--- config.mk ---
export PLATFORM = sky130hd
export DESIGN_NAME = rtcInit
export DESIGN_NICKNAME = d
export VERILOG_FILES = /design/src/rtcPkg.sv /design/src/rtcInit.sv
export SDC_FILE = /design/constraint.sdc
export NUM_CORES = 1
export LEC_CHECK = 0
export ABC_AREA = 1
export BUFFER_PORTS_ARGS = -buffer_cell sky130_fd_sc_hd__buf_2
export CAP_MARGIN = 25
export CORE_AREA = 3 3 40 42
export CTS_BUF_LIST = sky130_fd_sc_hd__clkbuf_8
export DETAILED_ROUTE_END_ITERATION = 12
export DIE_AREA = 0 0 43 45
export SLEW_MARGIN = 40
export SYNTH_ARGS = -nofsm -noshare
export SYNTH_HDL_FRONTEND = slang
export SYNTH_SLANG_ARGS = --single-unit
--- constraint.sdc ---
create_clock -name clk -period 1.45 [get_ports clk]
set_clock_uncertainty 0.2 [all_clocks]
set_input_delay 0.29 -clock clk [delete_from_list [all_inputs] [get_ports clk]]
set_output_delay 0.29 -clock clk [all_outputs]
set_load 0.05 [all_outputs]
--- src/rtcPkg.sv ---
`default_nettype none

package rtcPkg;

	typedef logic [7:0] byteT;
	typedef logic [6:0] chipAddrT;
	typedef logic [2:0] fieldIdxT;

	// counts cycles inside one bus phase
	typedef logic [1:0] phaseCntT;

	// one chip bus cycle
	typedef struct packed {
		chipAddrT addr;
		byteT data;
		logic write;
	} busRequestT;

	localparam int numFields = 6;
	localparam fieldIdxT lastField = fieldIdxT'(numFields - 1);

	// seconds, minutes, hours, date, month, year
	localparam chipAddrT fieldAddr [numFields] = '{7'h00, 7'h02, 7'h04, 7'h07, 7'h08, 7'h09};
	localparam byteT fieldMax [numFields] = '{8'd59, 8'd59, 8'd23, 8'd31, 8'd12, 8'd99};
	localparam byteT fieldMin [numFields] = '{8'd0, 8'd0, 8'd0, 8'd1, 8'd1, 8'd0};

	// control registers
	localparam chipAddrT regA = 7'h0A;
	localparam chipAddrT regB = 7'h0B;
	localparam chipAddrT regC = 7'h0C;

	// oscillator on
	localparam byteT regAInit = 8'h20;
	// binary, 24h, update-ended irq enabled
	localparam byteT regBInit = 8'h16;

	localparam int addrPhaseCycles = 2;
	localparam int strobeCycles = 3;
	localparam int recoverCycles = 1;

	typedef enum logic [1:0] {
		seqInit,
		seqIdle,
		seqPoll,
		seqWriteBack
	} seqStateT;

	typedef enum logic [1:0] {
		busIdle,
		busAddr,
		busStrobe,
		busRecover
	} busStateT;

endpackage

`default_nettype wire

--- src/rtcInit.sv ---
`timescale 1ns/1ns
`default_nettype none

module rtcInit (
	input wire clk,
	input wire reset,
	input wire start,
	output logic busStart,
	output rtcPkg::busRequestT request,
	input wire busDone,
	output logic finished
);

	typedef enum logic [1:0] {
		initIdle,
		initWriteA,
		initWriteB
	} initStateT;

	initStateT state;

	always_ff @(posedge clk) begin
		if (reset) begin
			state <= initIdle;
			busStart <= 1'b0;
			finished <= 1'b0;
		end else begin
			busStart <= 1'b0;
			finished <= 1'b0;
			case (state)
				initIdle: begin
					if (start) begin
						state <= initWriteA;
						busStart <= 1'b1;
					end
				end
				initWriteA: begin
					if (busDone) begin
						state <= initWriteB;
						busStart <= 1'b1;
					end
				end
				initWriteB: begin
					if (busDone) begin
						state <= initIdle;
						finished <= 1'b1;
					end
				end
				default: state <= initIdle;
			endcase
		end
	end

	// A first, then B
	always_comb begin
		request.write = 1'b1;
		if (state == initWriteB) begin
			request.addr = rtcPkg::regB;
			request.data = rtcPkg::regBInit;
		end else begin
			request.addr = rtcPkg::regA;
			request.data = rtcPkg::regAInit;
		end
	end

endmodule

`default_nettype wire

* Word level (Yosys, flattened, before mapping) *
Cells that the tools add are included.

storage, ports and cells
  register bits after elaboration = 4
  bits of input ports = 4
  output and inout bits = 18
  word-level logic and storage cells = 20

cells by class
  equality and inequality tests = 5
  mux-type cells = 8
  bitwise logic cells = 1
  reduce and logical (&&, ||, !) cells = 3

operator list
  cell                                            count
  two-way mux 9 bit                               1
  two-way mux 2 bit                               3
  != test 2 bit (second input constant)           3
  case mux 2 bit (3 select lines)                 1
  AND reduction 3 bit                             1
  == test 2 x 1 -> 1 bit (second input constant)  1
  == test 2 bit (second input constant)           1
  zero test 2 bit                                 1
  two-way mux 1 bit                               2
  case mux 1 bit (2 select lines)                 1
  OR reduction 2 bit                              1
  inverter 1 bit                                  1

* Logic depth before layout (Yosys ltp) *
  depth in word-level cells = 3
  gate-level depth with buffers = 4
  gate-level depth less buffers = 3

* Worst setup path after synthesis *
Ideal clock, no wire load.

  path type = register -> output
  start = register state[0]
  end = output request[3] (netlist bit)
  arrival time = 1.479 ns
  required time = 0.960 ns
  setup slack = -0.519 ns
  cell stages (with the launch flop) = 5
  path buffers = 1
  path through = dfxtp_1 > inv_1 > nand2_1 > inv_1 > buf_4

RTL lines
  what                      line           text
  start: declaration        rtcInit.sv:20  initStateT state;
  start signal: assignment  rtcInit.sv:24  state <= initIdle;
  start signal: assignment  rtcInit.sv:33  state <= initWriteA;
  start signal: assignment  rtcInit.sv:39  state <= initWriteB;
  end: declaration          rtcInit.sv:9   output rtcPkg::busRequestT request,

==> results.cfg <==
[hold_path]
hold_path.class = in -> reg
hold-path-cell-count = 2
hp-start = reset
hold_end = state[0]

[grt]
grt_first_pass_wirelength_um = 614
grtUsageTotal_pct = 4.742
antenna_found_initial = 0
grt_max_degree = 5
grt_overflow = 0
grt_pass1_vias = 163

[place]
gp_congestion = 0.6512
dp_slack_ns = 0.1426
dp.cells = 55
port_buffers = 10

[setup_path]
start_kind = flip-flop
reg2regPathDepth = 4
path_max_fanout = 4
r2r-end = state[1]
rr_startpoint = state[1]
arrival_ns = 0.97
r2r_slack_ns = 0.38
path_class = reg -> out
worstPathRequired_ns = 0.96
end_kind = output pin

[sta]
fmax_mhz = 684.4
period_share_pct = 100.8
finalCriticalPeriod_ns = 1.461
finalSetupViolations = 3
hold_violations = 0
slew_violations = 0
setup_ws_ns = -0.01105
rsz0062_at_grt = yes

[logic_synthesis]
synthMuxAreaShare_pct = 0
synth_xor_area_share_pct = 0
syn_inst = 34
avgSynthCellArea_um2 = 7.618
yosysUniqueCellTypes = 9
ys_seq_elements = 4
yosys.area_share.simple_pct = 14.01
synth_top_family_by_area = buffers and inverters
yosysWarningCount = 0
netlist_area_um2 = 259.0
synth_seq_area_share_pct = 30.92
synthAdderAreaFrac_pct = 0
synth_compound_area_share_pct = 5.797

[die]
die_w_um = 43
pin_count = 22
start_util_pct = 20.16
core_area_um2 = 1285
die_area_um2 = 1935
die_h_um = 45
rows = 13

[pwr]
vdd_ir_drop_max_mv = 0.6549
powerDensity_nw_per_um2 = 1357
leakage_nw = 0.1748

[clock_tree]
cts_tree = yes
cts_buffers = 3
cts-root-buf = clkbuf_8
clk_pin_slew_ns = 0.03
clockBufferDepth = 2
cts_sinks = 4
insertion_delay_ns = 0.21
postCtsHoldBufs = 0
htree_levels = 1

[route]
drc_errors = 0
firstDrtPassIters = 4
antenna_left = 0
wire_per_inst_um = 7.373
drt-initial-drc-count = 7
viasPerCell = 3.542
wl_um = 435
vias = 209

[cells_and_area]
post-route-util_pct = 27.65
regArea_um2 = 82.58
multi_input_area_um2 = 108.9
nets = 50
syn_to_final_growth_pct = 37.20
final_cells = 59
final_layout_size_suffix_gt1_share_pct = 47.73
fill_cells = 146
diodes = 0

[status]
violations = setup timing
status = complete, but fails checks

[flow_run]
drv_cap = 0
## power by group
group / switching [W] / leakage (nW) / internal (W)
clock: 0.0000484 / 0.0216 / 0.000176
sequential: 0.00000474 / 0.0336 / 0.000118
combinational: 0.000111 / 0.120 / 0.0000241
total: 0.000164 / 0.175 / 0.000318
## state kept, by name, summed over array words and instances (netlist names)
name / cells
finished: 1
state: 2
busStart: 1
## cells in the mapped netlist, drive strengths merged
cell	count	area (um2)
nor3	1	10.01
a21oi	3	15.01
buf	14	105.1
nand2	2	7.510
conb	2	7.510
inv	4	15.01
nor2	1	3.750
dfxtp	4	80.08
nand3	3	15.01
## through the flow
| stage | area [um2] | TNS (ns) | hold slack [ns] | total power (W) |
|---|---|---|---|---|
| 6_report | 355.3 | -0.03198 | 0.09320 | 0.0004821 |
| 5_1_grt | 355.3 | -0.1828 | 0.09350 | 0.0005090 |
| 4_1_cts | 336.6 | -0.1732 | 0.08427 | 0.0004830 |
| 3_5_place_dp | 285.3 | 0 | 0.3031 | 0.0002481 |
| 3_3_place_gp | 285.3 | 0 | 0.2943 | 0.0002471 |
| 2_1_floorplan | 336.6 | -0.4418 | 0.1517 | 0.0002639 |
## final cells by class
class	instances	area share [%]
clock buffer	3	11.62
inverter	4	5.986
multi-input combinational	21	30.63
sequential	4	23.24
tap	15	5.282
timing repair buffer	12	23.24
## routing by layer
metal / up-vias / wire length [um] / track usage, %
met5: - / 0 / 0
met2: 21 / 178 / 5.689
li1: 100 / - / -
met4: 0 / 0 / 5.422
met3: 0 / 94 / 3.586
met1: 88 / 162 / 4.808
## cell families (layout without fill, tap and decap cells)
logic type	count (synthesis)	count (layout)
other	2	11
and+or+nand+nor	7	7
buffers and inverters	18	19
DFF	4	4
AOI/OAI and AO/OA	3	3
## placed cells by master, fill, tap and decap left out
cell type,count
a21oi_1,3
buf_2,6
buf_4,5
buf_8,1
clkbuf_8,3
clkinvlp_4,1
conb_1,11
dfxtp_1,2
dfxtp_2,2
inv_1,2
inv_4,1
nand2_1,1
nand2_8,1
nand3_1,3
nor2_1,1
nor3_2,1
## repair_timing
action / 4_1_cts / 5_1_grt
pin swaps: 0 / 1
setup endpoints to repair: 5 / 5
gates cloned: 0 / 0
resized for setup: 4 / 4
setup buffers: 0 / 1
## critical path, stage by stage, from the launching register on
cell        delay (ns)
dfxtp_2           0.34
inv_4             0.05
nand2_8           0.06
clkinvlp_4        0.11
buf_4             0.20
## worst max path at each step
stage               startpoint          to  slack (ns)  cells after the start
floorplan             state[0]  request[3]       -0.15                      4
global route          state[0]  request[5]       -0.06                      4
detailed placement    state[0]  request[9]        0.14                      4
global placement      state[0]  request[3]        0.15                      4
CTS                   state[0]  request[9]       -0.04                      4
finish                state[0]  request[9]       -0.01                      4
Note: power is estimated with default switching activity, not from simulation.
