[config.mk]
export PLATFORM = sky130hd
export DESIGN_NAME = userEditor
export DESIGN_NICKNAME = d
export VERILOG_FILES = /design/src/rtcPkg.sv /design/src/userEditor.sv
export SDC_FILE = /design/constraint.sdc
export NUM_CORES = 1
export LEC_CHECK = 0
export BUFFER_PORTS_ARGS = -buffer_cell sky130_fd_sc_hd__buf_2
export CORE_UTILIZATION = 50
export CTS_BUF_LIST = sky130_fd_sc_hd__clkbuf_8
export CTS_CLUSTER_SIZE = 8
export DETAILED_ROUTE_END_ITERATION = 6
export GPL_TIMING_DRIVEN = 0
export PLACE_DENSITY = 0.78
export SLEW_MARGIN = 20
export SYNTH_ARGS = -nofsm -noshare
export SYNTH_HDL_FRONTEND = slang
export SYNTH_SLANG_ARGS = --single-unit
[constraint.sdc]
create_clock -name clk -period 2.3 [get_ports clk]
set_input_delay 0.115 -clock clk [delete_from_list [all_inputs] [get_ports clk]]
set_output_delay 0.115 -clock clk [all_outputs]
set_load 0.01 [all_outputs]
[src/rtcPkg.sv]
`default_nettype none

package rtcPkg;

	typedef logic [7:0] byteT;
	typedef logic [6:0] chipAddrT;
	typedef logic [2:0] fieldIdxT;

	// counts cycles inside one bus phase
	typedef logic [1:0] phaseCntT;

	// one chip bus cycle
	typedef struct packed {
		chipAddrT addr;
		byteT data;
		logic write;
	} busRequestT;

	localparam int numFields = 6;
	localparam fieldIdxT lastField = fieldIdxT'(numFields - 1);

	// seconds, minutes, hours, date, month, year
	localparam chipAddrT fieldAddr [numFields] = '{7'h00, 7'h02, 7'h04, 7'h07, 7'h08, 7'h09};
	localparam byteT fieldMax [numFields] = '{8'd59, 8'd59, 8'd23, 8'd31, 8'd12, 8'd99};
	localparam byteT fieldMin [numFields] = '{8'd0, 8'd0, 8'd0, 8'd1, 8'd1, 8'd0};

	// control registers
	localparam chipAddrT regA = 7'h0A;
	localparam chipAddrT regB = 7'h0B;
	localparam chipAddrT regC = 7'h0C;

	// oscillator on
	localparam byteT regAInit = 8'h20;
	// binary, 24h, update-ended irq enabled
	localparam byteT regBInit = 8'h16;

	localparam int addrPhaseCycles = 2;
	localparam int strobeCycles = 3;
	localparam int recoverCycles = 1;

	typedef enum logic [1:0] {
		seqInit,
		seqIdle,
		seqPoll,
		seqWriteBack
	} seqStateT;

	typedef enum logic [1:0] {
		busIdle,
		busAddr,
		busStrobe,
		busRecover
	} busStateT;

endpackage

`default_nettype wire

[src/userEditor.sv]
`timescale 1ns/1ns
`default_nettype none

module userEditor (
	input wire clk,
	input wire reset,
	input wire editSwitch,
	input wire up,
	input wire down,
	input wire left,
	input wire start,
	output logic busStart,
	output rtcPkg::busRequestT request,
	input wire busDone,
	output rtcPkg::fieldIdxT fieldIdx,
	input wire rtcPkg::byteT fieldValue,
	output logic editWe,
	output rtcPkg::byteT editData,
	output logic finished
);

	typedef enum logic {
		editIdle,
		editWriteBack
	} editStateT;

	editStateT state;
	rtcPkg::fieldIdxT pointer;
	rtcPkg::byteT maxValue;
	rtcPkg::byteT minValue;
	logic upPrev;
	logic downPrev;
	logic leftPrev;
	logic upRise;
	logic downRise;
	logic leftRise;
	logic editing;

	assign upRise = up & ~upPrev;
	assign downRise = down & ~downPrev;
	assign leftRise = left & ~leftPrev;

	// keys only count while the switch is on and no write-back runs
	assign editing = editSwitch && state == editIdle;

	assign fieldIdx = pointer;
	assign maxValue = rtcPkg::fieldMax[pointer];
	assign minValue = rtcPkg::fieldMin[pointer];

	always_ff @(posedge clk) begin
		if (reset) begin
			state <= editIdle;
			pointer <= '0;
			upPrev <= 1'b0;
			downPrev <= 1'b0;
			leftPrev <= 1'b0;
			busStart <= 1'b0;
			finished <= 1'b0;
		end else begin
			upPrev <= up;
			downPrev <= down;
			leftPrev <= left;
			busStart <= 1'b0;
			finished <= 1'b0;
			case (state)
				editIdle: begin
					if (start) begin
						state <= editWriteBack;
						pointer <= '0;
						busStart <= 1'b1;
					end else if (editing && leftRise) begin
						pointer <= pointer == rtcPkg::lastField ? '0 : pointer + 3'd1;
					end
				end
				default: begin
					if (busDone) begin
						// pointer ends back on seconds
						if (pointer == rtcPkg::lastField) begin
							state <= editIdle;
							pointer <= '0;
							finished <= 1'b1;
						end else begin
							pointer <= pointer + 3'd1;
							busStart <= 1'b1;
						end
					end
				end
			endcase
		end
	end

	// up wins if both keys rise together
	always_comb begin
		editWe = editing && (upRise || downRise);
		if (upRise)
			editData = fieldValue >= maxValue ? minValue : fieldValue + 8'd1;
		else
			editData = fieldValue <= minValue ? maxValue : fieldValue - 8'd1;
	end

	assign request = '{addr: rtcPkg::fieldAddr[pointer], data: fieldValue, write: 1'b1};

endmodule

`default_nettype wire

## Word-level counts from Yosys, hierarchy flattened

Memory sizes are Yosys's and may differ from the RTL's.
Cells that the tools add are included.

| cells by class | value |
|---|---|
| add/sub/neg operators | 3 |
| multiply operators | 0 |
| div/mod/pow operators | 0 |
| $lt $le $gt $ge | 3 |
| eq/ne operators | 2 |
| shifts and indexed selects | 0 |
| mux-type cells | 21 |
| bitwise logic cells | 9 |
| reduce and logical (&&, ||, !) cells | 7 |

Operators with widths:

| kind | number |
|---|---|
| $mux W8 | 7 |
| $mux W3 | 5 |
| $mux W7 | 2 |
| $add A8 B1 Y8 const B | 1 |
| $ge A8 B8 Y1 | 1 |
| $le A8 B8 Y1 | 1 |
| $sub A8 B1 Y8 const B | 1 |
| $mux W1 | 7 |
| $not A1 Y1 | 5 |
| $ge A4 B4 Y1 const B | 1 |
| $not A3 Y4 | 1 |
| $add A3 B1 Y3 const B | 1 |
| $and A1 B1 Y1 | 3 |
| $eq A3 B3 Y1 const B | 1 |
| $logic_and A1 B1 Y1 | 3 |
| $reduce_bool A3 Y1 | 1 |
| $reduce_or A3 Y1 | 1 |
| $ne A2 B2 Y1 const B | 1 |
| $reduce_and A2 Y1 | 1 |
| $logic_or A1 B1 Y1 | 1 |

| storage, ports and cells | value |
|---|---|
| bits in registers | 9 |
| latch bits | 0 |
| bits in writable memories | 0 |
| memory bits (read-only) | 184 |
| input bits | 16 |
| output and inout port bits | 30 |
| logic and storage cells | 55 |
| memories | 3 |

Memory list:

| name | words | bits a word | read ports | clocked after memory_dff | write ports | RTL line | RTL |
|---|---|---|---|---|---|---|---|
| (name not given) | 8 | 8 | 1 | 0 | 0 | userEditor.sv:48 | `assign minValue = rtcPkg::fieldMin[pointer];` |
| (name not given) | 8 | 8 | 1 | 0 | 0 | userEditor.sv:47 | `assign maxValue = rtcPkg::fieldMax[pointer];` |
| (name not given) | 8 | 7 | 1 | 0 | 0 | userEditor.sv:101 | `assign request = '{addr: rtcPkg::fieldAddr[pointer], data: fieldValue, write: 1'b1};` |

## Longest topological paths before layout

| logic depth | value |
|---|---|
| depth after elaboration | 7 |
| gate-level depth with buffers | 9 |
| depth with buffers taken out | 9 |

## Worst setup path before layout

No wires, ideal clock.

| path | value |
|---|---|
| path kind | reg2out |
| start point | register pointer[2] (netlist: fieldIdx[2]) |
| end point | output port editData[1] |
| data arrival time | 2208 ps |
| required time | 2185 ps |
| setup slack | -23 ps |
| stages on the path, launching flop included | 10 |
| buffers on the path | 0 |
| cell sequence | dfxtp_1 nand2_1 o21ai_0 inv_1 ha_1 a21o_1 a211oi_1 nand2_1 a21o_1 o22ai_1 |

| between the ends | value |
|---|---|
| longest elaborated chain between the ends | 7 |
| elaborated cells on any way between the ends | 12 |
| those cells by class | order compare: 2; mux: 7; bitwise: 1; memory: 2 |

RTL lines:

| what | RTL line | RTL |
|---|---|---|
| start: declaration | userEditor.sv:28 | `rtcPkg::fieldIdxT pointer;` |
| start signal: assignment | userEditor.sv:72 | `pointer <= pointer == rtcPkg::lastField ? '0 : pointer + 3'd1;` |
| start signal: assignment | userEditor.sv:83 | `pointer <= pointer + 3'd1;` |
| $not A3 Y4 (not written as such) (*) | userEditor.sv:47, userEditor.sv:48 |  |
| $mem_v2 Z8 W8, on equally long branches | - |  |
| $mux W8, on equally long branches (2 in a row) | userEditor.sv:48, userEditor.sv:47 |  |
| $le A8 B8 Y1 / $ge A8 B8 Y1 (equally long branches) | userEditor.sv:98, userEditor.sv:96 |  |
| $mux W8, on equally long branches | userEditor.sv:98, userEditor.sv:96 |  |
| $mux W8 (*) | userEditor.sv:95 | `if (upRise)` |
| end: declaration | userEditor.sv:18 | `output rtcPkg::byteT editData,` |

Every way passes the cells marked *; elsewhere a longest branch is shown, timed or not. The select of a mux whose other input is x is not followed.

## Worst setup path after layout

| path | value |
|---|---|
| start point | register pointer[0] (netlist: fieldIdx[0]) |
| end point | output port editData[4] |

Same word-level chain as after synthesis.

==> results_dict.tcl <==
set metrics [dict create \
    status "finished, violations left" \
    violations "negative setup slack" \
    cellLeakagePower_nw 0.798 \
    syn_to_final_growth_pct 43.3 \
    drt-initial-drc-count 28 \
    ant_nets 0 \
    synth_ff_type "dfxtp_1" \
    worst_ep_arrival_time_ns 2.26 \
    path_cells "and2b_2 -> a21o_1 -> ha_4 -> nor2_4 -> and2b_4 -> a21boi_2 -> a311oi_1 -> o32ai_1 -> buf_2" \
    power.internal_mw 0.408 \
    r2r-start "state" \
    dieArea_um2 2490 \
    worstHoldPathCells 2 \
    p_seq_share_pct 27.9 \
    finalCritPeriodShare_pct 103 \
    p_per_area_nw_per_um2 377 \
    synth_area_um2 1150 \
    wl_per_cell_um 14.1 \
    io_pins 46 \
    dp_hpwl_mm 2.10 \
    vias 1255 \
    dieHeight_um 49.9 \
    grt_max_degree 11 \
    seq_area_frac_synth_pct 15.7 \
    final_hold_viol_count 0 \
    cts_max_path_buffers 2 \
    wirelength_mm 3.21 \
    hold_start "left" \
    syn_avg_cell_area_um2 7.96 \
    dp_slack_ns -0.377 \
    r2r_cells 5 \
    drc 0 \
    overflow 0 \
    max-cap-violations 0 \
    path_clk_slew_ns 0.04 \
    max_freq_mhz 420 \
    tritoncts "done" \
    cts.htree.levels 1 \
    die_w_um 49.9 \
    layout.cells.non_filler 228 \
    antenna_found_initial 0 \
    swShare_pct 34.2 \
    grt_usage_pct 27.6 \
    vias_per_cell 5.50 \
    power.share.clock_pct 29.3 \
    synth_seq_cells 9 \
    fin_nets 227 \
    coreArea_um2 2060 \
    holdBufCountCts 0 \
    power_frac_comb_pct 42.7 \
    synth_cell_types 43 \
    clockRootBuffer "clkbuf_8" \
    cts.sinks 9 \
    gp_congestion 0.863 \
    rsz0062_at_grt "true" \
    clock-skew-final_ns 0.000362 \
    portBuffers 41 \
    crit_required_ns 2.18 \
    synth_warnings 0 \
    setup_viol 7 \
    layout_min_cycle_time_ns 2.38 \
    firstDrtPassIters 4 \
    crit_type "reg -> out" \
    hp-class "in -> reg" \
    maxSlewViolCount 0 \
    numCtsBuffers 3 \
    critical_path.max_stage_delay_ns 0.39 \
    grt_pass1_wl_mm 5.18 \
    setup_ws_ns -0.0798 \
    clk_latency_ns 0.24 \
    layout-drive-gt1-share_pct 48.3 \
    grt_pass1_vias 1209 \
    diodes 0 \
    worstReg2RegEnd "fieldIdx[1]" \
    min_to "leftPrev" \
    final_util_pct 79.7 \
    reg2reg_slack_ns 0.96 \
    power.switching_mw 0.212 \
    synthArstFlopShare_pct 0 \
    dpl.cell_count 214 \
    crit_slowest_cell "dfxtp_4" \
    synth_edf_count 0 \
    cp-end-kind "output port" \
    rows 16 \
    crit_fanout 5 \
    cp-start-kind "register" \
    synth_cells 144 \
    initial_core_util_pct 55.6 \
    max-vdd-ir-drop_mv 0.341 \
]
==> final cells by class <==
type                            instances  area (um^2)
Fill cell                             152          419
Inverter                                9         33.8
Sequential cell                         9          191
Timing Repair Buffer                   51          284
Clock inverter                          1         3.75
Tap cell                               27         33.8
Buffer                                 16          116
Clock buffer                            3         41.3
Multi-Input combinational cell        112          938
==> kinds of logic (layout without fill, tap and decap cells) <==
family,after synthesis,count (layout),share of synthesized area (%)
simple gates,53,53,30.6
other cells,2,4,0.655
compound gates,34,34,20.2
buf+inv,25,80,13.1
xor+xnor,9,9,6.88
mux,3,3,3.06
fa+ha+maj,9,9,9.83
flops,9,9,15.7
==> worst max-delay path by stage <==
stage / from / endpoint / depth (start not counted)
floorplan: fieldIdx[0] / editData[1] / 9
detailed placement: fieldIdx[0] / editData[6] / 10
global placement: fieldIdx[0] / editData[6] / 10
finish: fieldIdx[0] / editData[4] / 9
global route: fieldIdx[0] / editData[4] / 9
CTS: fieldIdx[0] / editData[4] / 9
==> through the flow <==
stage                     hold slack [ns]  TNS (ns)  instance area, um^2  total power [mW]
final                               0.112    -0.235                 1640             0.619
after global routing                0.116     -1.03                 1640             0.660
after CTS                           0.113    -0.220                 1560             0.597
after detailed placement            0.353     -2.61                 1390             0.395
after global placement              0.337     -1.80                 1390             0.388
after floorplan                     0.184         0                 1150             0.318
==> flip-flops by register name (all words and copies together) (netlist names) <==
register / count
fieldIdx: 3
busStart: 1
downPrev: 1
finished: 1
leftPrev: 1
state: 1
upPrev: 1
==> cells in the final DEF (no fill, tap or decap), types with 3 or more instances in the layout <==
| master | instances |
|---|---|
| buf_4 | 22 |
| o22ai_1 | 3 |
| a21oi_1 | 5 |
| o32ai_1 | 3 |
| o21ai_0 | 3 |
| buf_2 | 41 |
| nor2_1 | 7 |
| dfxtp_1 | 6 |
| conb_1 | 4 |
| nand2b_1 | 3 |
| inv_1 | 9 |
| nor2b_1 | 9 |
| nand3_1 | 7 |
| xor2_1 | 5 |
| nand2_1 | 5 |
| ha_1 | 7 |
| clkbuf_8 | 3 |
| xnor2_1 | 4 |
| dfxtp_4 | 3 |
==> per-layer routing <==
layer	GRT usage, %	share of wire, %
met3	8.33	4.8
met2	50.5	52
met1	29.9	43
met5	0	0
met4	8.57	0.81
==> synthesized netlist by cell type, types with 2 or more instances <==
library cell	n	share of area, %
buf_4	13	8.5
dfxtp_1	9	16
ha_1	9	9.8
inv_1	9	2.9
nor2_1	9	2.9
nor2b_1	9	4.9
nand2_1	7	2.3
nand3_1	7	3.1
a21oi_1	6	2.6
o21ai_0	6	2.6
xor2_1	5	3.8
a211oi_1	4	2.6
nand2b_1	4	2.2
o32ai_1	4	3.1
xnor2_1	4	3.1
a21o_1	3	2.0
o22ai_1	3	1.6
and2b_1	2	1.3
and4b_1	2	1.7
clkbuf_1	2	0.66
conb_1	2	0.66
mux2i_1	2	1.7
nor3_1	2	0.87
nor3_4	2	2.8
==> critical path: cells and delay by family, from the launching register on <==
family	cells	cell delay, ns
AOI/OAI and AO/OA	4	0.68
buffers and inverters	1	0.18
DFF	1	0.39
and+or+nand+nor	3	0.55
adders and majority gates	1	0.23
==> power groups by stage <==
stage / combinational, mW / clock [mW] / sequential [mW]
finish: 0.265 / 0.182 / 0.173
global route: 0.287 / 0.199 / 0.174
CTS: 0.242 / 0.183 / 0.172
detailed placement: 0.220 / 0 / 0.175
global placement: 0.213 / 0 / 0.175
floorplan: 0.142 / 0 / 0.176
==> timing repair <==
item	4_1_cts	5_1_grt
pin swaps	10	9
gates resized for setup	18	13
setup endpoints to repair	8	8
endpoints found under the hold margin	0	0
buffers inserted	8	2
Note: power is estimated with default switching activity, not from simulation.
