## src/rtcPkg.sv

```systemverilog
`default_nettype none

package rtcPkg;

	typedef logic [7:0] byteT;
	typedef logic [6:0] chipAddrT;
	typedef logic [2:0] fieldIdxT;

	// counts cycles inside one bus phase
	typedef logic [1:0] phaseCntT;

	// one chip bus cycle
	typedef struct packed {
		chipAddrT addr;
		byteT data;
		logic write;
	} busRequestT;

	localparam int numFields = 6;
	localparam fieldIdxT lastField = fieldIdxT'(numFields - 1);

	// seconds, minutes, hours, date, month, year
	localparam chipAddrT fieldAddr [numFields] = '{7'h00, 7'h02, 7'h04, 7'h07, 7'h08, 7'h09};
	localparam byteT fieldMax [numFields] = '{8'd59, 8'd59, 8'd23, 8'd31, 8'd12, 8'd99};
	localparam byteT fieldMin [numFields] = '{8'd0, 8'd0, 8'd0, 8'd1, 8'd1, 8'd0};

	// control registers
	localparam chipAddrT regA = 7'h0A;
	localparam chipAddrT regB = 7'h0B;
	localparam chipAddrT regC = 7'h0C;

	// oscillator on
	localparam byteT regAInit = 8'h20;
	// binary, 24h, update-ended irq enabled
	localparam byteT regBInit = 8'h16;

	localparam int addrPhaseCycles = 2;
	localparam int strobeCycles = 3;
	localparam int recoverCycles = 1;

	typedef enum logic [1:0] {
		seqInit,
		seqIdle,
		seqPoll,
		seqWriteBack
	} seqStateT;

	typedef enum logic [1:0] {
		busIdle,
		busAddr,
		busStrobe,
		busRecover
	} busStateT;

endpackage

`default_nettype wire

```

## src/rtcPoller.sv

```systemverilog
`timescale 1ns/1ns
`default_nettype none

module rtcPoller (
	input wire clk,
	input wire reset,
	input wire start,
	output logic busStart,
	output rtcPkg::busRequestT request,
	input wire busDone,
	input wire rtcPkg::byteT readData,
	output logic shadowWe,
	output rtcPkg::fieldIdxT shadowIdx,
	output rtcPkg::byteT shadowData,
	output logic finished
);

	typedef enum logic {
		pollIdle,
		pollRead
	} pollStateT;

	pollStateT state;
	// 0 reads register C, 1 to 6 the time fields
	logic [2:0] readIdx;
	rtcPkg::fieldIdxT fieldSel;

	assign fieldSel = readIdx - 3'd1;

	always_ff @(posedge clk) begin
		if (reset) begin
			state <= pollIdle;
			readIdx <= '0;
			busStart <= 1'b0;
			shadowWe <= 1'b0;
			finished <= 1'b0;
		end else begin
			busStart <= 1'b0;
			shadowWe <= 1'b0;
			finished <= 1'b0;
			case (state)
				pollIdle: begin
					if (start) begin
						state <= pollRead;
						readIdx <= '0;
						busStart <= 1'b1;
					end
				end
				default: begin
					if (busDone) begin
						// value of C is dropped
						shadowWe <= readIdx != 3'd0;
						if (readIdx == 3'(rtcPkg::numFields)) begin
							state <= pollIdle;
							finished <= 1'b1;
						end else begin
							readIdx <= readIdx + 3'd1;
							busStart <= 1'b1;
						end
					end
				end
			endcase
		end
	end

	always_ff @(posedge clk) begin
		if (state == pollRead && busDone) begin
			shadowIdx <= fieldSel;
			shadowData <= readData;
		end
	end

	always_comb begin
		request.write = 1'b0;
		request.data = '0;
		request.addr = readIdx == 3'd0 ? rtcPkg::regC : rtcPkg::fieldAddr[fieldSel];
	end

endmodule

`default_nettype wire

```

## config.mk

```make
export PLATFORM = sky130hd
export DESIGN_NAME = rtcPoller
export DESIGN_NICKNAME = d
export VERILOG_FILES = /design/src/rtcPkg.sv /design/src/rtcPoller.sv
export SDC_FILE = /design/constraint.sdc
export NUM_CORES = 1
export LEC_CHECK = 0
export ABC_AREA = 1
export BUFFER_PORTS_ARGS = -buffer_cell sky130_fd_sc_hd__buf_4
export CAP_MARGIN = 20
export CORE_MARGIN = 2
export CORE_UTILIZATION = 49
export CTS_BUF_LIST = sky130_fd_sc_hd__clkbuf_8
export DETAILED_ROUTE_END_ITERATION = 12
export PLACE_DENSITY = 0.9
export SLEW_MARGIN = 10
export SYNTH_ARGS = -nofsm -noshare
export SYNTH_HDL_FRONTEND = slang
export SYNTH_SLANG_ARGS = --single-unit
```

## constraint.sdc

```tcl
create_clock -name clk -period 3.9 [get_ports clk]
set_clock_uncertainty 0.2 [all_clocks]
set_input_delay 0.195 -clock clk [delete_from_list [all_inputs] [get_ports clk]]
set_output_delay 0.195 -clock clk [all_outputs]
set_load 0.02 [all_outputs]
```

Word level (Yosys, flattened, before mapping):

Memory sizes are Yosys's and may differ from the RTL's.
Cells that the tools add are included.

* add/subtract/negate cells: 2
* equal/unequal tests: 3
* reductions and logical operators: 6
* bitwise logic cells: 3
* multiplexer cells: 14
* order comparisons: 1

Operators with widths (number)
* 7-bit 2-to-1 mux: 3
* 3-bit 2-to-1 mux: 4
* 1-bit 2-to-1 mux: 7
* 4-bit greater-or-equal comparator, second input constant: 1
* 2-bit != test, second input constant: 2
* 3-bit inverter with 4-bit output: 1
* 3-bit by 1-bit adder with 3-bit output, second input constant: 1
* 3-bit equality test, second input constant: 1
* 3-bit zero test: 1
* 3-bit AND reduction: 1
* 3-bit nonzero test: 1
* 3-bit OR reduction: 1
* 3-bit by 1-bit subtractor with 3-bit output, second input constant: 1
* 1-bit inverter: 2
* 2-bit nonzero test: 1
* 1-bit logical AND: 1

* logic and storage cells: 37
* memories kept: 1
* output and inout bits: 30
* register bits: 18
* memory bits (read-only): 56
* input port bits: 12

Memory list
* (name not given): words 8, width 7, rd ports 1, clocked after memory_dff 0, wr ports 0, RTL line rtcPoller.sv:76 `request.addr = readIdx == 3'd0 ? rtcPkg::regC : rtcPkg::fieldAddr[fieldSel];`

Depth between registers and ports, before layout:

Gate-level depths: netlist of the first run.

* depth in word-level cells: 6
* gate-level depth with buffers: 8
* gate-level depth less buffers: 8

Least setup slack after synthesis of the first run:

No wires, ideal clock.

* path type: reg2out
* start point: reg readIdx[0]
* end point: out request[9] (netlist bit)
* required time: 3505 ps
* path slack: 2195 ps
* arrival: 1310 ps
* cell stages (with the launch flop): 6
* buffers on the path: 0
* cell sequence: dfxtp_1 inv_1 ha_1 nand2_2 nand3_2 a21oi_1

RTL lines
* start: declaration: RTL line rtcPoller.sv:25 `logic [2:0] readIdx;`
* start signal: assignment: RTL line rtcPoller.sv:57 `readIdx <= readIdx + 3'd1;`
* end: declaration: RTL line rtcPoller.sv:9 `output rtcPkg::busRequestT request,`

==> run summary, run 1 <==
Grt ovf: 0
NumNets Final: 136
N_diodes: 0
Root Buffer: clkbuf_8
Worst setup endpoint: request[9]
CTS tree: built
Row Count: 14
Clk sinks: 18
Max frequency: 521.8 MHz
Sequential Power Share: 52.3%
Final setup fails: 0
Worst Setup SP: readIdx[0]
Startpoint types: register
1st-iter DRT viols: 4
TNS Setup: 0 ps
Area growth from synthesis to layout: 40.28%
WP buf/inv: 3
FF-to-FF setup slack: 2430 ps
FF-to-FF path depth: 7
Final period util: 49.14%
Met3 Use GR: 4.082%
Synth Instances: 78
Largest net degree at the start of global routing: 14
P_int: 0.3066 mW
Bufs on Longest Clock Path: 2
Worst Hold Class: in -> reg
Tot GR Track Use: 16.27%
Synth Warn #: 0
H-tree depth: 1
Fin. max-slew vios: 0
Top Family by Delay on Critical Path: flip-flops
Global routing's busiest layer: met2
Logic pwr share: 16.5%
Hold_buf cts: 9
DR pass1 iterations: 3
Vias per cell: 4.541
Leak Pwr: 0.5317 nW
Cell variety after synth: 17
Worst-path cell chain: inv_1, ha_1, inv_1, nand2_1, nand2_1, nor2_1, a21oi_1, buf_4
Sw frac: 24.61%
Starting Density: 52.79%
Worst reg2reg path startpoint: readIdx[0]
DRC: 0
Antenna-violating nets left: 0
CP arrival: 1520 ps
Slowest-stage cell, CP: dfxtp_1
CP required: 3500 ps
Min cycle time layout: 1917 ps
Worst hold start: busDone
Syn_area_per_cell: 10.31 µm²
DP HPWL: 1.044 mm
Worst-Skew Late Latency: 250 ps
Seq/Total Area, Yosys: 58.48%
Initial antenna violation count: 0
Kind of critical path: reg -> out
Post-Syn Area: 804.5 µm²
Switching power of the nets: 0.1001 mW
Max Cap Violations: 0
Wirelength per Cell: 11.42 µm
Setup crit end kind: output port
Core area: 0.001524 mm²
Synth Register Bits: 18
Terminus of the critical flop-to-flop path: readIdx[0]
Clk slew on worst S/H paths: 60 ps
GR Util met2: 26.67%
First-pass GRT wire length: 2.270 mm
Vias in the first global route: 576
CTS resizes: 0
Clock Power Share: 31.2%
Post-CTS Setup Bufs: 0
RSZ-0062 raised after global routing: false
Placer Congestion: 0.8081
CTS buffer count: 3
Die width: 44.52 µm
Final hold violations: 0
DRT Wirelength: 1.542 mm
# IOs: 42
VDD IR-drop max: 0.1873 mV
Via count: 613
Port-buffer cells: 29
Status: complete, no violations
Die height: 44.52 µm
PD cells: 360.3 mW/mm²
Met1 usage: 19.05%
Share of cells above drive strength 1: 32.77%
Util after Layout: 74.06%
Crit path depth: 8
Biggest cell delay along the critical path: 370 ps
Die ar.: 0.001982 mm²
CP Max Fanout: 6
## sequential cells by signal (all words and copies together), names as in the netlist
name        flops
busStart        1
finished        1
readIdx         3
shadowData      8
shadowIdx       3
shadowWe        1
state           1
## tightest hold or removal path, delay by kind of cell
kind,cells,cell delay [ps]
buffers and inverters,1,80
AND/OR/NAND/NOR,2,180
## how the worst min path moves through the flow
stage	depth (start not counted)	endpoint
after CTS	3	shadowWe
after global placement	1	shadowData[3]
final	3	shadowWe
after floorplan	1	readIdx[1]
after global routing	3	shadowWe
after detailed placement	1	shadowData[3]
## layer usage
| layer | up-vias | part of all wire [%] | wire, µm |
|---|---|---|---|
| li1 | 306 | - | - |
| met2 | 29 | 46 | 710 |
| met5 | - | 0 | 0 |
| met4 | 0 | 1.2 | 18 |
| met3 | 2 | 12 | 185 |
| met1 | 276 | 41 | 628 |
## final cells by class
| cell class | count | area [µm²] |
|---|---|---|
| Clock buffer | 3 | 41.29 |
| Multi-Input combinational cell | 49 | 247.7 |
| Tap cell | 16 | 20.02 |
| Inverter | 10 | 37.54 |
| Fill cell | 118 | 395.4 |
| Clock inverter | 1 | 3.754 |
| Sequential cell | 18 | 470.5 |
| Timing Repair Buffer | 38 | 307.8 |
## power groups by stage
stage	Combinational [mW]	Sequential (mW)	Clock, mW
after global placement	0.0580	0.216	0
after floorplan	0.0393	0.222	0
after detailed placement	0.0591	0.216	0
after global routing	0.0726	0.213	0.137
final	0.0672	0.213	0.127
after CTS	0.0666	0.212	0.130
## cell usage after synthesis
cell       n  area, µm²
a21oi_1    3      15.01
a31oi_1    1      6.260
buf_4     12      90.09
conb_1     1      3.750
dfxtp_1    7      140.1
edfxtp_1  11      330.3
ha_1       4      50.05
inv_1      8      30.03
inv_2      2      7.510
nand2_1   12      45.04
nand2_2    4      25.02
nand3_1    1      5.000
nand3_2    1      10.01
nor2_1     7      26.28
nor3_1     1      5.000
o21ai_0    2      10.01
o21ai_1    1      5.000
## metrics by stage
step / hold slack [ps] / instances / power (mW) / area (µm²) / setup slack, ps
final: 40.92 / 135 / 0.4067 / 1129 / 1983
after global routing: 56.63 / 135 / 0.4231 / 1129 / 1851
after CTS: 42.21 / 135 / 0.4086 / 1129 / 1983
after detailed placement: 174.4 / 122 / 0.2755 / 993.5 / 2253
after global placement: 173.9 / 122 / 0.2740 / 993.5 / 2326
after floorplan: 64.07 / 89 / 0.2616 / 845.8 / 2195
## cell families after synthesis
family	synth area share [%]
adder cells (fa/ha/maj)	6.221
AND/OR/NAND/NOR	14.46
flip-flops	58.48
AO/OA/AOI/OAI	4.510
other	0.4661
buffers and inverters	15.86
## cell usage in the layout, fill, tap and decap left out
cell / n
clkbuf_8: 3
a21oi_1: 3
edfxtp_1: 11
nand2_1: 12
ha_1: 4
nand3_1: 1
o21ai_0: 2
nand2_2: 4
inv_1: 9
dfxtp_1: 7
buf_4: 29
nor3_1: 1
a31oi_1: 1
dlygate4sd3_1: 9
nor2_1: 7
nand3_2: 1
conb_1: 12
inv_2: 2
o21ai_1: 1
No activity file was read; power rests on OpenSTA's default activity.
==> run 2, diff against run 1 <==
--- a/config.mk
+++ b/config.mk
@@ -9,10 +9,10 @@
 export BUFFER_PORTS_ARGS = -buffer_cell sky130_fd_sc_hd__buf_4
 export CAP_MARGIN = 20
 export CORE_MARGIN = 2
-export CORE_UTILIZATION = 49
+export CORE_UTILIZATION = 45
 export CTS_BUF_LIST = sky130_fd_sc_hd__clkbuf_8
 export DETAILED_ROUTE_END_ITERATION = 12
-export PLACE_DENSITY = 0.9
+export PLACE_DENSITY = 0.84
 export SLEW_MARGIN = 10
 export SYNTH_ARGS = -nofsm -noshare
 export SYNTH_HDL_FRONTEND = slang
==> constraint.sdc (replaced) <==
create_clock -name clk -period 1.9 [get_ports clk]
set_clock_uncertainty 0.2 [all_clocks]
set_input_delay 0.095 -clock clk [delete_from_list [all_inputs] [get_ports clk]]
set_output_delay 0.095 -clock clk [all_outputs]
set_load 0.02 [all_outputs]
==> run summary, run 2 (synthesized netlist as in run 1, its figures left out) <==
Max Cap Violations: 0
Final period util: 93.04%
Fin. max-slew vios: 0
Largest register FFs: 8
CTS buffer count: 3
TNS Setup: 0 ps
Worst-Skew Late Latency: 240 ps
Flip-flop and latch area: 473.0 µm²
1st-iter DRT viols: 6
Final setup fails: 0
Worst Hold Class: reg -> reg
VDD IR-drop max: 0.4697 mV
CP Max Fanout: 4
# IOs: 42
Bufs on Longest Clock Path: 2
Fillers: 121
CTS tree: built
NumNets Final: 139
Final hold slack: 308.7 ps
Tot GR Track Use: 15.89%
Share of cells above drive strength 1: 36.89%
Area growth from synthesis to layout: 46.97%
Final Non-Filler Cells: 147
Leak Pwr: 0.5485 nW
DRC: 0
Die ar.: 0.002142 mm²
CP arrival: 1470 ps
Initial antenna violation count: 0
Largest Register: shadowData
Commonest non-fill, non-tap cell in the layout: buf_4
Min cycle time layout: 1768 ps
Die width: 46.28 µm
Setup crit end kind: output port
FF-to-FF setup slack: 500 ps
Most frequent cells in the layout: buf_4, conb_1, nand2_1, dlygate4sd3_1, edfxtp_1
Startpoint types: register
Clk sinks: 18
DP HPWL: 1.086 mm
Slowest-stage cell, CP: dfxtp_2
Row Count: 15
Status: complete, no violations
Multi-input logic area: 250.2 µm²
Design area: 0.001182 mm²
DR pass1 iterations: 4
CP required: 1600 ps
Antenna-violating nets left: 0
Via count: 628
DRT Wirelength: 1.692 mm
Biggest regs: shadowData x8, readIdx x3, shadowIdx x3
Final hold violations: 0
Util after Layout: 69.23%
Placed cells: 131
Port-buffer cells: 29
Area after DPL: 0.001005 mm²
Max frequency: 565.7 MHz
Biggest cell delay along the critical path: 360 ps
Largest net degree at the start of global routing: 14
RSZ-0062 raised after global routing: false
WP buf/inv: 3
Starting Density: 47.11%
Grt ovf: 0
Kind of critical path: reg -> out
Root Buffer: clkbuf_8
Worst-path cell chain: inv_1, ha_1, inv_1, nand2_1, nand2_2, nor2_1, a21oi_1, buf_4
Cell mode on critical path: inv_1
H-tree depth: 1
Die height: 46.28 µm
Clk slew on worst S/H paths: 60 ps
Vias in the first global route: 562
Core area: 0.001708 mm²
Placer Congestion: 0.8414
PD cells: 745.9 mW/mm²
First-pass GRT wire length: 2.359 mm
Top Family by Delay on Critical Path: flip-flops
Wirelength per Cell: 11.51 µm
Vias per cell: 4.272
N_diodes: 0
## run 2: changes by cell type in the layout (fill, tap and decap cells not counted), sizes merged
| cell | change |
|---|---|
| dlygate4sd3 | +2 |
| inv | -1 |
| buf | +1 |
| clkbuf | +1 |
## run 2: metal layers
layer	GRT usage [%]	share of wire, %	vias up
li1	-	-	311
met1	17.91	41	279
met2	28.33	50	36
met3	3.529	8.5	2
met4	6.857	0.35	0
met5	0	0	-
## run 2: worst paths after layout
| path | from | cells after the start | endpoint |
|---|---|---|---|
| setup / recovery | readIdx[1] | 8 | request[9] |
| hold / removal | readIdx[1] | 2 | readIdx[1] |
| setup reg to reg | state | 7 | readIdx[0] |
| hold reg to reg | readIdx[1] | 2 | readIdx[1] |
## run 2: area by class of cell
type | instances | area share (%)
inverter | 10 | 3.175
clock buffer | 4 | 4.656
sequential | 18 | 40.00
tap | 25 | 2.646
multi-input combinational | 49 | 21.16
timing repair buffer | 41 | 28.36
## run 2: through the flow
step                      setup slack (ps)  total power, mW
after CTS                            40.95           0.8841
after floorplan                      294.9           0.5370
after global placement               425.0           0.5629
after detailed placement             341.6           0.5653
after global routing                 21.44           0.9237
final                                132.3           0.8820
## run 2: repair_timing
action	CTS	global route
hold buffers	11	0
endpoints found under the setup margin	0	2
hold endpoints to repair	15	0
gates resized for setup	0	4
setup buffers	0	1
## run 2: power by group
group / switching (mW) / internal (mW) / leakage, nW
registers: 0.00596 / 0.430 / 0.156
logic: 0.0851 / 0.0606 / 0.363
clock network: 0.116 / 0.184 / 0.0288
## run 2: worst min-delay path: cells and delay by family (launching register included)
kind / cells / cell delay [ps]
compound gates: 1 / 50
flops: 1 / 340
simple gates: 1 / 80
