`config.mk`:
```
export PLATFORM = sky130hd
export DESIGN_NAME = timeShadowRegs
export DESIGN_NICKNAME = d
export VERILOG_FILES = /design/src/rtcPkg.sv /design/src/timeShadowRegs.sv
export SDC_FILE = /design/constraint.sdc
export NUM_CORES = 1
export LEC_CHECK = 0
export BUFFER_PORTS_ARGS = -buffer_cell sky130_fd_sc_hd__buf_2
export CORE_MARGIN = 2
export CORE_UTILIZATION = 44
export CTS_CLUSTER_SIZE = 20
export DETAILED_ROUTE_END_ITERATION = 10
export GPL_TIMING_DRIVEN = 0
export PLACE_DENSITY = 0.69
export SLEW_MARGIN = 10
export SYNTH_ARGS = -nofsm -noshare
export SYNTH_HDL_FRONTEND = slang
export SYNTH_SLANG_ARGS = --single-unit
```
`constraint.sdc`:
```
create_clock -name clk -period 3.9 [get_ports clk]
set_clock_uncertainty 0.05 [all_clocks]
set_input_delay 0 -clock clk [delete_from_list [all_inputs] [get_ports clk]]
set_output_delay 0 -clock clk [all_outputs]
set_load 0.05 [all_outputs]
```
`src/rtcPkg.sv`:
```
`default_nettype none

package rtcPkg;

	typedef logic [7:0] byteT;
	typedef logic [6:0] chipAddrT;
	typedef logic [2:0] fieldIdxT;

	// counts cycles inside one bus phase
	typedef logic [1:0] phaseCntT;

	// one chip bus cycle
	typedef struct packed {
		chipAddrT addr;
		byteT data;
		logic write;
	} busRequestT;

	localparam int numFields = 6;
	localparam fieldIdxT lastField = fieldIdxT'(numFields - 1);

	// seconds, minutes, hours, date, month, year
	localparam chipAddrT fieldAddr [numFields] = '{7'h00, 7'h02, 7'h04, 7'h07, 7'h08, 7'h09};
	localparam byteT fieldMax [numFields] = '{8'd59, 8'd59, 8'd23, 8'd31, 8'd12, 8'd99};
	localparam byteT fieldMin [numFields] = '{8'd0, 8'd0, 8'd0, 8'd1, 8'd1, 8'd0};

	// control registers
	localparam chipAddrT regA = 7'h0A;
	localparam chipAddrT regB = 7'h0B;
	localparam chipAddrT regC = 7'h0C;

	// oscillator on
	localparam byteT regAInit = 8'h20;
	// binary, 24h, update-ended irq enabled
	localparam byteT regBInit = 8'h16;

	localparam int addrPhaseCycles = 2;
	localparam int strobeCycles = 3;
	localparam int recoverCycles = 1;

	typedef enum logic [1:0] {
		seqInit,
		seqIdle,
		seqPoll,
		seqWriteBack
	} seqStateT;

	typedef enum logic [1:0] {
		busIdle,
		busAddr,
		busStrobe,
		busRecover
	} busStateT;

endpackage

`default_nettype wire

```
`src/timeShadowRegs.sv`:
```
`timescale 1ns/1ns
`default_nettype none

module timeShadowRegs (
	input wire clk,
	input wire reset,
	input wire pollWe,
	input wire rtcPkg::fieldIdxT pollIdx,
	input wire rtcPkg::byteT pollData,
	input wire editWe,
	input wire rtcPkg::fieldIdxT editIdx,
	input wire rtcPkg::byteT editData,
	output rtcPkg::byteT editValue,
	input wire rtcPkg::fieldIdxT displayIdx,
	output rtcPkg::byteT displayData
);

	rtcPkg::byteT fields [rtcPkg::numFields];

	always_ff @(posedge clk) begin
		if (reset) begin
			for (int i = 0; i < rtcPkg::numFields; i++)
				fields[i] <= rtcPkg::fieldMin[i];
		end else if (pollWe) begin
			fields[pollIdx] <= pollData;
		end else if (editWe) begin
			fields[editIdx] <= editData;
		end
	end

	// editor pointer never leaves 0..5
	assign editValue = fields[editIdx];

	// out-of-range display index reads zero
	assign displayData = displayIdx < 3'(rtcPkg::numFields) ? fields[displayIdx] : '0;

endmodule

`default_nettype wire

```
Word-level counts from Yosys, hierarchy flattened:

Memories as Yosys holds them, arrays and structs flattened.
Index checks and enable logic that the tools add are counted.

* magnitude comparators: 1
* muxes and demuxes: 16
* reduce and logical (&&, ||, !) cells: 2

Operators with widths (number)
* 8-bit 2-to-1 mux: 3
* 8-bit OR reduction: 2
* 1-bit 2-to-1 mux: 11
* 3-bit 2-to-1 mux: 2
* 3-bit < comparator (second input constant): 1

* flip-flop bits (word level): 0
* memory bits (writable): 48
* input bits: 29
* output and inout bits: 16
* word-level logic and storage cells: 20
* memories: 1

Memory list
* fields: words 6, width 8, rd ports 2, clocked after Yosys merged registers in 0, wr ports 6, line timeShadowRegs.sv:18 `rtcPkg::byteT fields [rtcPkg::numFields];`

Depth between registers and ports, before layout:

Gate-level depths: netlist (run 1).

* word-level depth: 6
* gate-level depth with buffers: 5
* depth with buffers taken out: 3

Worst setup path before layout (run 1):

OpenSTA, ideal clock, no wires.

* path type: input port to flip-flop
* start: in pollWe
* end: mem fields[6][0] in the netlist's numbering, enable pin
* library setup time: 0.395 ns
* data arrival time: 1.424 ns
* data required time: 3.455 ns
* slack: 2.032 ns
* cell stages on the path: 4
* buffers on the path: 1
* cells stage by stage: clkbuf_1 nor3b_1 o21ai_1 nor4_1

RTL lines
* start: declaration: line timeShadowRegs.sv:7 `input wire pollWe,`
* end: declaration: line timeShadowRegs.sv:18

==> summary.md, run 1 <==
| Metric | Value |
|---|---|
| Outcome | `completed` |
| Data arrival, critical path | `between 1500 and 2000 ps` |
| N_diodes | `0` |
| 1st-pass router iterations | `4` |
| Max Fanout on Critical Path | `2` |
| Syn Nets | `between 200 and 300` |
| Core ar. | `approximately 7700 µm²` |
| Register area | `between 1500 and 2000 µm²` |
| Hold wc startpoint | `reset` |
| Mapped Area | `3520 µm²` |
| Die Width | `between 90 and 100 µm` |
| Unique cell type count in the Yosys netlist | `40` |
| Hold Path Cell Cnt | `3` |
| Post-synthesis sequential area ratio | `0.545` |
| Yosys top cell area share | `0.545` |
| Antenna Nets Post-Route | `0` |
| H-tree depth | `3` |
| Gpl congestion | `~0.9` |
| Max-slew violation count | `0` |
| Commonest non-fill, non-tap cell in the layout | `edfxtp_1` |
| Hold Vio Cnt, Final | `0` |
| Crit Path Category | `reg2out` |
| Initial antenna violation count | `0` |
| Initial DRC Count | `between 150 and 200` |
| Avg Cell Area, Syn | `~14 µm²` |
| Initial Utilization | `0.456` |
| Maximum vdd ir drop | `~160 µV` |
| I/O Pins | `between 40 and 50` |
| Period utilisation layout | `0.478` |
| Slew HR | `0.367` |
| Final number of setup-violating endpoints | `0` |
| Total number of vias | `2,370` |
| PD cells | `roughly 420 nW/µm²` |
| Drt total wl | `8440 µm` |
| Most frequent cells in the layout | `64 x edfxtp_1, 45 x buf_2, 21 x nor3_1` |
| PortBufs | `39` |
| CTS sink count | `64` |
| Total power | `around 1.7 mW` |
| CP Launch Type | `flip-flop` |
| Cells resized by post-CTS repair | `0` |
| GRT overflow | `0` |
| Worst min path class | `in2reg` |
| Worst-case clock buffer depth | `2` |
| Final Util | `0.526` |
| Ys Warns | `0` |
| Placement Rows | `32` |
| WP data required | `between 3000 and 4000 ps` |
| Largest regs | `fields: 64 flops` |
| First-pass GRT wire length | `roughly 13,000 µm` |
| Vias per inst | `between 5 and 6` |
| Post-synthesis register bit count | `64` |
| RSZ-0062 raised after global routing | `false` |
| Largest net degree at the start of global routing | `12` |
| DRC | `0` |
| Syn-to-layout area delta | `15.3%` |
| DP HPWL | `6080 µm` |
| Die Height | `about 94 µm` |
| Fin nets | `around 330` |
| Leak | `1.49 nW` |
| TNS Setup | `0 ps` |
| Min-Delay Endpoint | `fields[3][0]$_SDFFCE_PN1P_` |
| CTS Buf Count | `9` |
| Setup Fix Bufs, Post-CTS | `0` |
| Post-CTS Hold Buffers | `0` |
| CTS tree | `built` |
| Top cells by area, synth | `edfxtp_1 55%, mux4_1 12%, mux4_2 5.1%` |
| Filler Cell Count | `between 600 and 700` |
| Largest area contributor in the netlist | `edfxtp_1` |
| Maximum clock frequency | `roughly 0.54 GHz` |
| Gr usage total | `0.209` |
| Max reg flops | `64` |
| Number of global-route vias before repair | `roughly 2,500` |
| Cells after Synth | `~250` |
| Maxcap violations | `0` |
| Worst Tran Pin Value | `around 940 ps` |
| Area of the multi-input gates | `1460 µm²` |
| Crit end category | `output pin` |
| Clock Tree Root | `clkbuf_8` |
| Reg clk slew, reported paths | `~60 ps` |
| Period minus WS final | `roughly 1900 ps` |
| Share of cells above drive strength 1 | `0.295` |
| Largest register by flop count | `fields` |
| DR WL/cell | `20.7 µm` |
| Die area | `about 8700 µm²` |
[power breakdown]
part           internal [mW]  leakage (nW)  total, mW  switching [mW]
Sequential             0.808         0.586      0.830          0.0217
Clock                  0.292        0.0937      0.540           0.249
Combinational          0.112         0.807      0.319           0.207
Total                   1.21          1.49       1.69           0.477
[metrics by stage]
step	cell area (µm²)	hold WS, ps	std cells	setup slack, ps
3_3_place_gp	3850	422	390	803
4_1_cts	4050	97.9	407	1750
3_5_place_dp	3870	442	391	1400
2_1_floorplan	3520	193	249	2030
6_report	4060	117	407	2040
5_1_grt	4060	127	407	1950
[critical path: stages, from the launching register on]
cell and delay (ps):
edfxtp_1 390, mux4_1 590, mux2_2 300, buf_2 210
[layer usage]
| layer | vias up | share of wire | track usage |
|---|---|---|---|
| met1 | 1152 | 0.42 | 0.276 |
| met3 | 24 | 0.062 | 0.0298 |
| met5 | - | 0 | 0 |
| met4 | 0 | 0.039 | 0.115 |
| met2 | 96 | 0.48 | 0.332 |
| li1 | 1098 | - | - |
[cell usage after synthesis, drive strengths merged]
| cell type | count |
|---|---|
| nand2 | 10 |
| mux2 | 8 |
| nand3b | 8 |
| nor3 | 21 |
| nor2b | 2 |
| a21o | 7 |
| nor4 | 4 |
| edfxtp | 64 |
| or3 | 1 |
| buf | 12 |
| or3b | 2 |
| o21ai | 5 |
| a211oi | 1 |
| o22ai | 8 |
| mux2i | 8 |
| o221ai | 4 |
| nor3b | 3 |
| o2111ai | 1 |
| nand4 | 2 |
| and3b | 3 |
| inv | 17 |
| a21oi | 2 |
| nand2b | 2 |
| and2 | 3 |
| o31ai | 2 |
| nor2 | 19 |
| nor4b | 1 |
| clkbuf | 5 |
| mux4 | 24 |
[area by class of cell]
type,count,area share
Clock buffer,10,0.0314
Tap cell,102,0.0314
Buffer,17,0.0252
Sequential cell,64,0.473
Inverter,17,0.0157
Timing Repair Buffer,40,0.0499
Multi-Input combinational cell,151,0.359
Clock inverter,6,0.0148
[cells by family after synthesis]
group,share of synthesized area
buffers and inverters,0.0472
AOI/OAI and AO/OA,0.0596
muxes,0.219
and+or+nand+nor,0.129
DFF,0.545
[how the worst max path moves through the flow]
stage	from	cells after the start	endpoint	slack (ps)
finish	fields[1][0]$_SDFFCE_PN0P_	3	editValue[0]	2040
CTS	editIdx[2]	6	fields[1][2]$_SDFFCE_PN0P_	1750
detailed placement	pollWe	5	fields[4][6]$_SDFFCE_PN0P_	1400
floorplan	pollWe	4	fields[6][0]$_DFFE_PP_	2030
global placement	pollWe	5	fields[6][1]$_DFFE_PP_	800
global route	pollWe	5	fields[7][2]$_DFFE_PP_	1950
No activity file was read; power rests on OpenSTA's default activity.
==> inputs of run 2 (changes only) <==
--- a/config.mk
+++ b/config.mk
@@ -5,6 +5,7 @@
 export SDC_FILE = /design/constraint.sdc
 export NUM_CORES = 1
 export LEC_CHECK = 0
+export ABC_AREA = 1
 export BUFFER_PORTS_ARGS = -buffer_cell sky130_fd_sc_hd__buf_2
 export CORE_MARGIN = 2
 export CORE_UTILIZATION = 44
==> constraint.sdc (replaced) <==
create_clock -name clk -period 1.8 [get_ports clk]
set_clock_uncertainty 0.05 [all_clocks]
set_input_delay 0 -clock clk [delete_from_list [all_inputs] [get_ports clk]]
set_output_delay 0 -clock clk [all_outputs]
set_load 0.05 [all_outputs]
==> summary.md, run 2 <==
| Metric | Value |
|---|---|
| Outcome | `completed` |
| Yosys top cell area share | `0.503 (-0.0418)` |
| Crit end category | `output pin` |
| Mapped Area | `3820 µm² (+8.3%)` |
| Post-synthesis register bit count | `64 (unchanged)` |
| Ys Warns | `0 (unchanged)` |
| Grt met2 use | `0.347 (+0.0151)` |
| RSZ-0062 raised after global routing | `false` |
| Max-slew violation count | `0 (unchanged)` |
| Worst min path class | `in2reg` |
| Commonest non-fill, non-tap cell in the layout | `nand2_1` |
| DRC | `0 (unchanged)` |
| Largest net degree at the start of global routing | `11 (-1)` |
| Vias per inst | `5.42 (-7.0%)` |
| Unique cell type count in the Yosys netlist | `25 (-38%)` |
| Initial antenna violation count | `0 (unchanged)` |
| Max Fanout on Critical Path | `10 (+8)` |
| Slowest cell on crit path | `buf_1` |
| Non-filler instance count after layout | `602 (+48%)` |
| Worst Tran Pin Value | `731 ps (-212 ps)` |
| Initial DRC Count | `262 (+46%)` |
| Reg clk slew, reported paths | `70 ps (about the same)` |
| Drt total wl | `9550 µm (+13%)` |
| Gpl congestion | `0.898 (-1.3%)` |
| Fin nets | `524 (+59%)` |
| Placement Rows | `33 (+3.1%)` |
| Hold Path Cell Cnt | `3 (unchanged)` |
| Worst-case clock buffer depth | `2 (unchanged)` |
| H-tree depth | `3 (unchanged)` |
| Top FF cell, synth | `edfxtp_1` |
| 1st-pass router iterations | `5 (+1)` |
| PD cells | `818 nW/µm² (+97%)` |
| Max reg flops | `64 (unchanged)` |
| Post-synthesis simple-gate area fraction | `0.254 (+0.124)` |
| Share of cells above drive strength 1 | `0.177 (-0.118)` |
| Post-synthesis mux area share | `0 (-0.219)` |
| Syn-to-layout area delta | `12.5%` |
| Final Util | `0.517 (-0.00865)` |
| Synth Area in XOR/XNOR | `0 (unchanged)` |
| Period minus WS final | `between 1500 and 2000 ps` |
| I/O Pins | `45 (unchanged)` |
| Area share of fa/ha/maj cells after synthesis | `0 (unchanged)` |
| Number of global-route vias before repair | `3,344 (+32%)` |
| DP HPWL | `7370 µm (+21%)` |
| Die Height | `97.1 µm (+3.9%)` |
| Syn Nets | `473 (+70%)` |
| Largest register by flop count | `fields` |
| Die area | `9440 µm² (+7.9%)` |
| Top cells by area, synth | `edfxtp_1 50%, nand2_1 13%, o211ai_1 7.5%` |
| Largest regs | `fields: 64 flops` |
| Number of synthesized flops with an enable pin | `64 (unchanged)` |
| Gr usage total | `0.212 (+0.00370)` |
| CTS sink count | `64 (unchanged)` |
| N_diodes | `0 (unchanged)` |
| Most numerous cell in the Yosys netlist | `nand2_1` |
| Crit Path Category | `in2out` |
| Hold WS | `4.03 ps (-113 ps)` |
| Total number of vias | `3,261 (+38%)` |
| Cells after Synth | `444 (+78%)` |
| PortBufs | `39 (unchanged)` |
| Synth async-reset ratio | `0 (unchanged)` |
| Slowest stage delay, CP | `460 ps (-130 ps)` |
| Data arrival, critical path | `1510 ps (-300 ps)` |
| WP data required | `1750 ps (-2100 ps)` |
| Synth Area in Compound Gates | `0.150 (+0.0905)` |
| Period utilisation layout | `0.867` |
| CP Cell Sequence | `buf_2 -> buf_2 -> buf_1 -> o211ai_1 -> nand2_1 -> nand2_1 -> nand2_1 -> buf_2` |
| Routing usage on met1 | `0.271 (-0.00509)` |
| Slew HR | `0.511 (+0.144)` |
| Largest area contributor in the netlist | `edfxtp_1` |
| First-pass GRT wire length | `15,700 µm (+18%)` |
| GRT overflow | `0 (unchanged)` |
| Most frequent cells in the layout | `130 x nand2_1, 64 x edfxtp_1, 59 x nor2_1` |
| Maximum vdd ir drop | `318 µV (+100%)` |
| Leak | `1.81 nW (+22%)` |
| CTS Buf Count | `9 (unchanged)` |
| Die Width | `97.1 µm (+3.9%)` |
| Avg Cell Area, Syn | `8.60 µm² (-39%)` |
| Clock Tree Root | `clkbuf_8` |
| CP Launch Type | `input port` |
| Post-synthesis sequential area ratio | `0.503 (-0.0418)` |
| Initial Utilization | `0.460 (+0.00385)` |
| Number of placed cells counting well taps | `588 (+50%)` |
| DR WL/cell | `15.9 µm (-24%)` |
| Antenna Nets Post-Route | `0 (unchanged)` |
| Hold Vio Cnt, Final | `0 (unchanged)` |
| Final number of setup-violating endpoints | `0 (unchanged)` |
| Cells resized by post-CTS repair | `0 (unchanged)` |
| Min-Delay Endpoint | `fields[6][0]$_DFFE_PP_` |
| Largest family of logic cells by synthesized area | `simple AND/OR/NAND/NOR gates` |
| Busiest layer in global routing | `met2` |
| Maximum clock frequency | `0.641 GHz` |
| Hold wc startpoint | `pollData[0]` |
| Met3 GRT Util | `0.0511 (+0.0213)` |
| Maxcap violations | `0 (unchanged)` |
| CTS tree | `built` |
| Core ar. | `8300 µm² (+7.4%)` |
| Synth top cells by count | `130 x nand2_1, 64 x edfxtp_1, 59 x nor2_1, 49 x inv_1, 38 x o211ai_1` |
| Start point of the critical path | `editIdx[1]` |
[run 2: changes by cell type after synthesis, moves of 16 or more]
cell,previous run,this run
o211ai_1,0,38
nor2_1,19,59
inv_1,17,49
nand2_1,10,130
mux4_1,16,0
o21ai_0,4,28
nor3_1,21,0
[run 2: per-stage QoR]
step                      TNS, ps  worst slack (ps)  instance area, µm²  total power [mW]
final                           0               240                4290              3.51
after global placement       -177             -15.4                4140              2.56
after CTS                       0               258                4290              3.51
after detailed placement     -911             -82.9                4140              2.58
after global routing            0               146                4290              3.65
after floorplan                 0               343                3820              2.37
[run 2: timing repair]
action	in CTS	in global routing
hold endpoints to repair	3	0
setup buffers	0	0
hold buffers	1	0
[run 2: cell type report]
cell class                      instances  area (µm²)
Timing Repair Buffer                   40         205
Clock buffer                            9         124
Multi-Input combinational cell        303        1540
Buffer                                 22         148
Inverter                               55         206
Fill cell                             786        4010
Tap cell                              105         131
Sequential cell                        64        1920
Clock inverter                          4        15.0
[run 2: routing by layer]
metal	part of all wire	wire [µm]	vias to the layer above
li1	-	-	1575
met1	0.43	4130	1529
met2	0.47	4450	137
met3	0.076	726	20
met4	0.026	244	0
met5	0	0	-
[run 2: cells by family after synthesis]
kind of cell,after synthesis
buffers and inverters,77
and+or+nand+nor,218
DFF,64
AOI/OAI and AO/OA,85
[run 2: power by group]
part / internal, mW / total, mW / switching [mW]
Clock: 0.457 / 0.953 / 0.496
Combinational: 0.208 / 0.758 / 0.551
Sequential: 1.76 / 1.80 / 0.0393
Total: 2.43 / 3.51 / 1.09
[run 2: worst max path at each step]
stage / end / slack (ps) / cells after the start
detailed placement: fields[6][5]$_DFFE_PP_ / -80 / 6
CTS: editValue[2] / 260 / 8
finish: editValue[2] / 240 / 8
global placement: fields[7][5]$_DFFE_PP_ / -20 / 6
global route: editValue[2] / 150 / 8
floorplan: fields[6][0]$_DFFE_PP_ / 340 / 7
[run 2: critical path, delay by kind of cell]
| kind | cells | cell delay [ps] |
|---|---|---|
| buffers and inverters | 4 | 1050 |
| AND/OR/NAND/NOR | 3 | 250 |
| AO/OA/AOI/OAI | 1 | 200 |
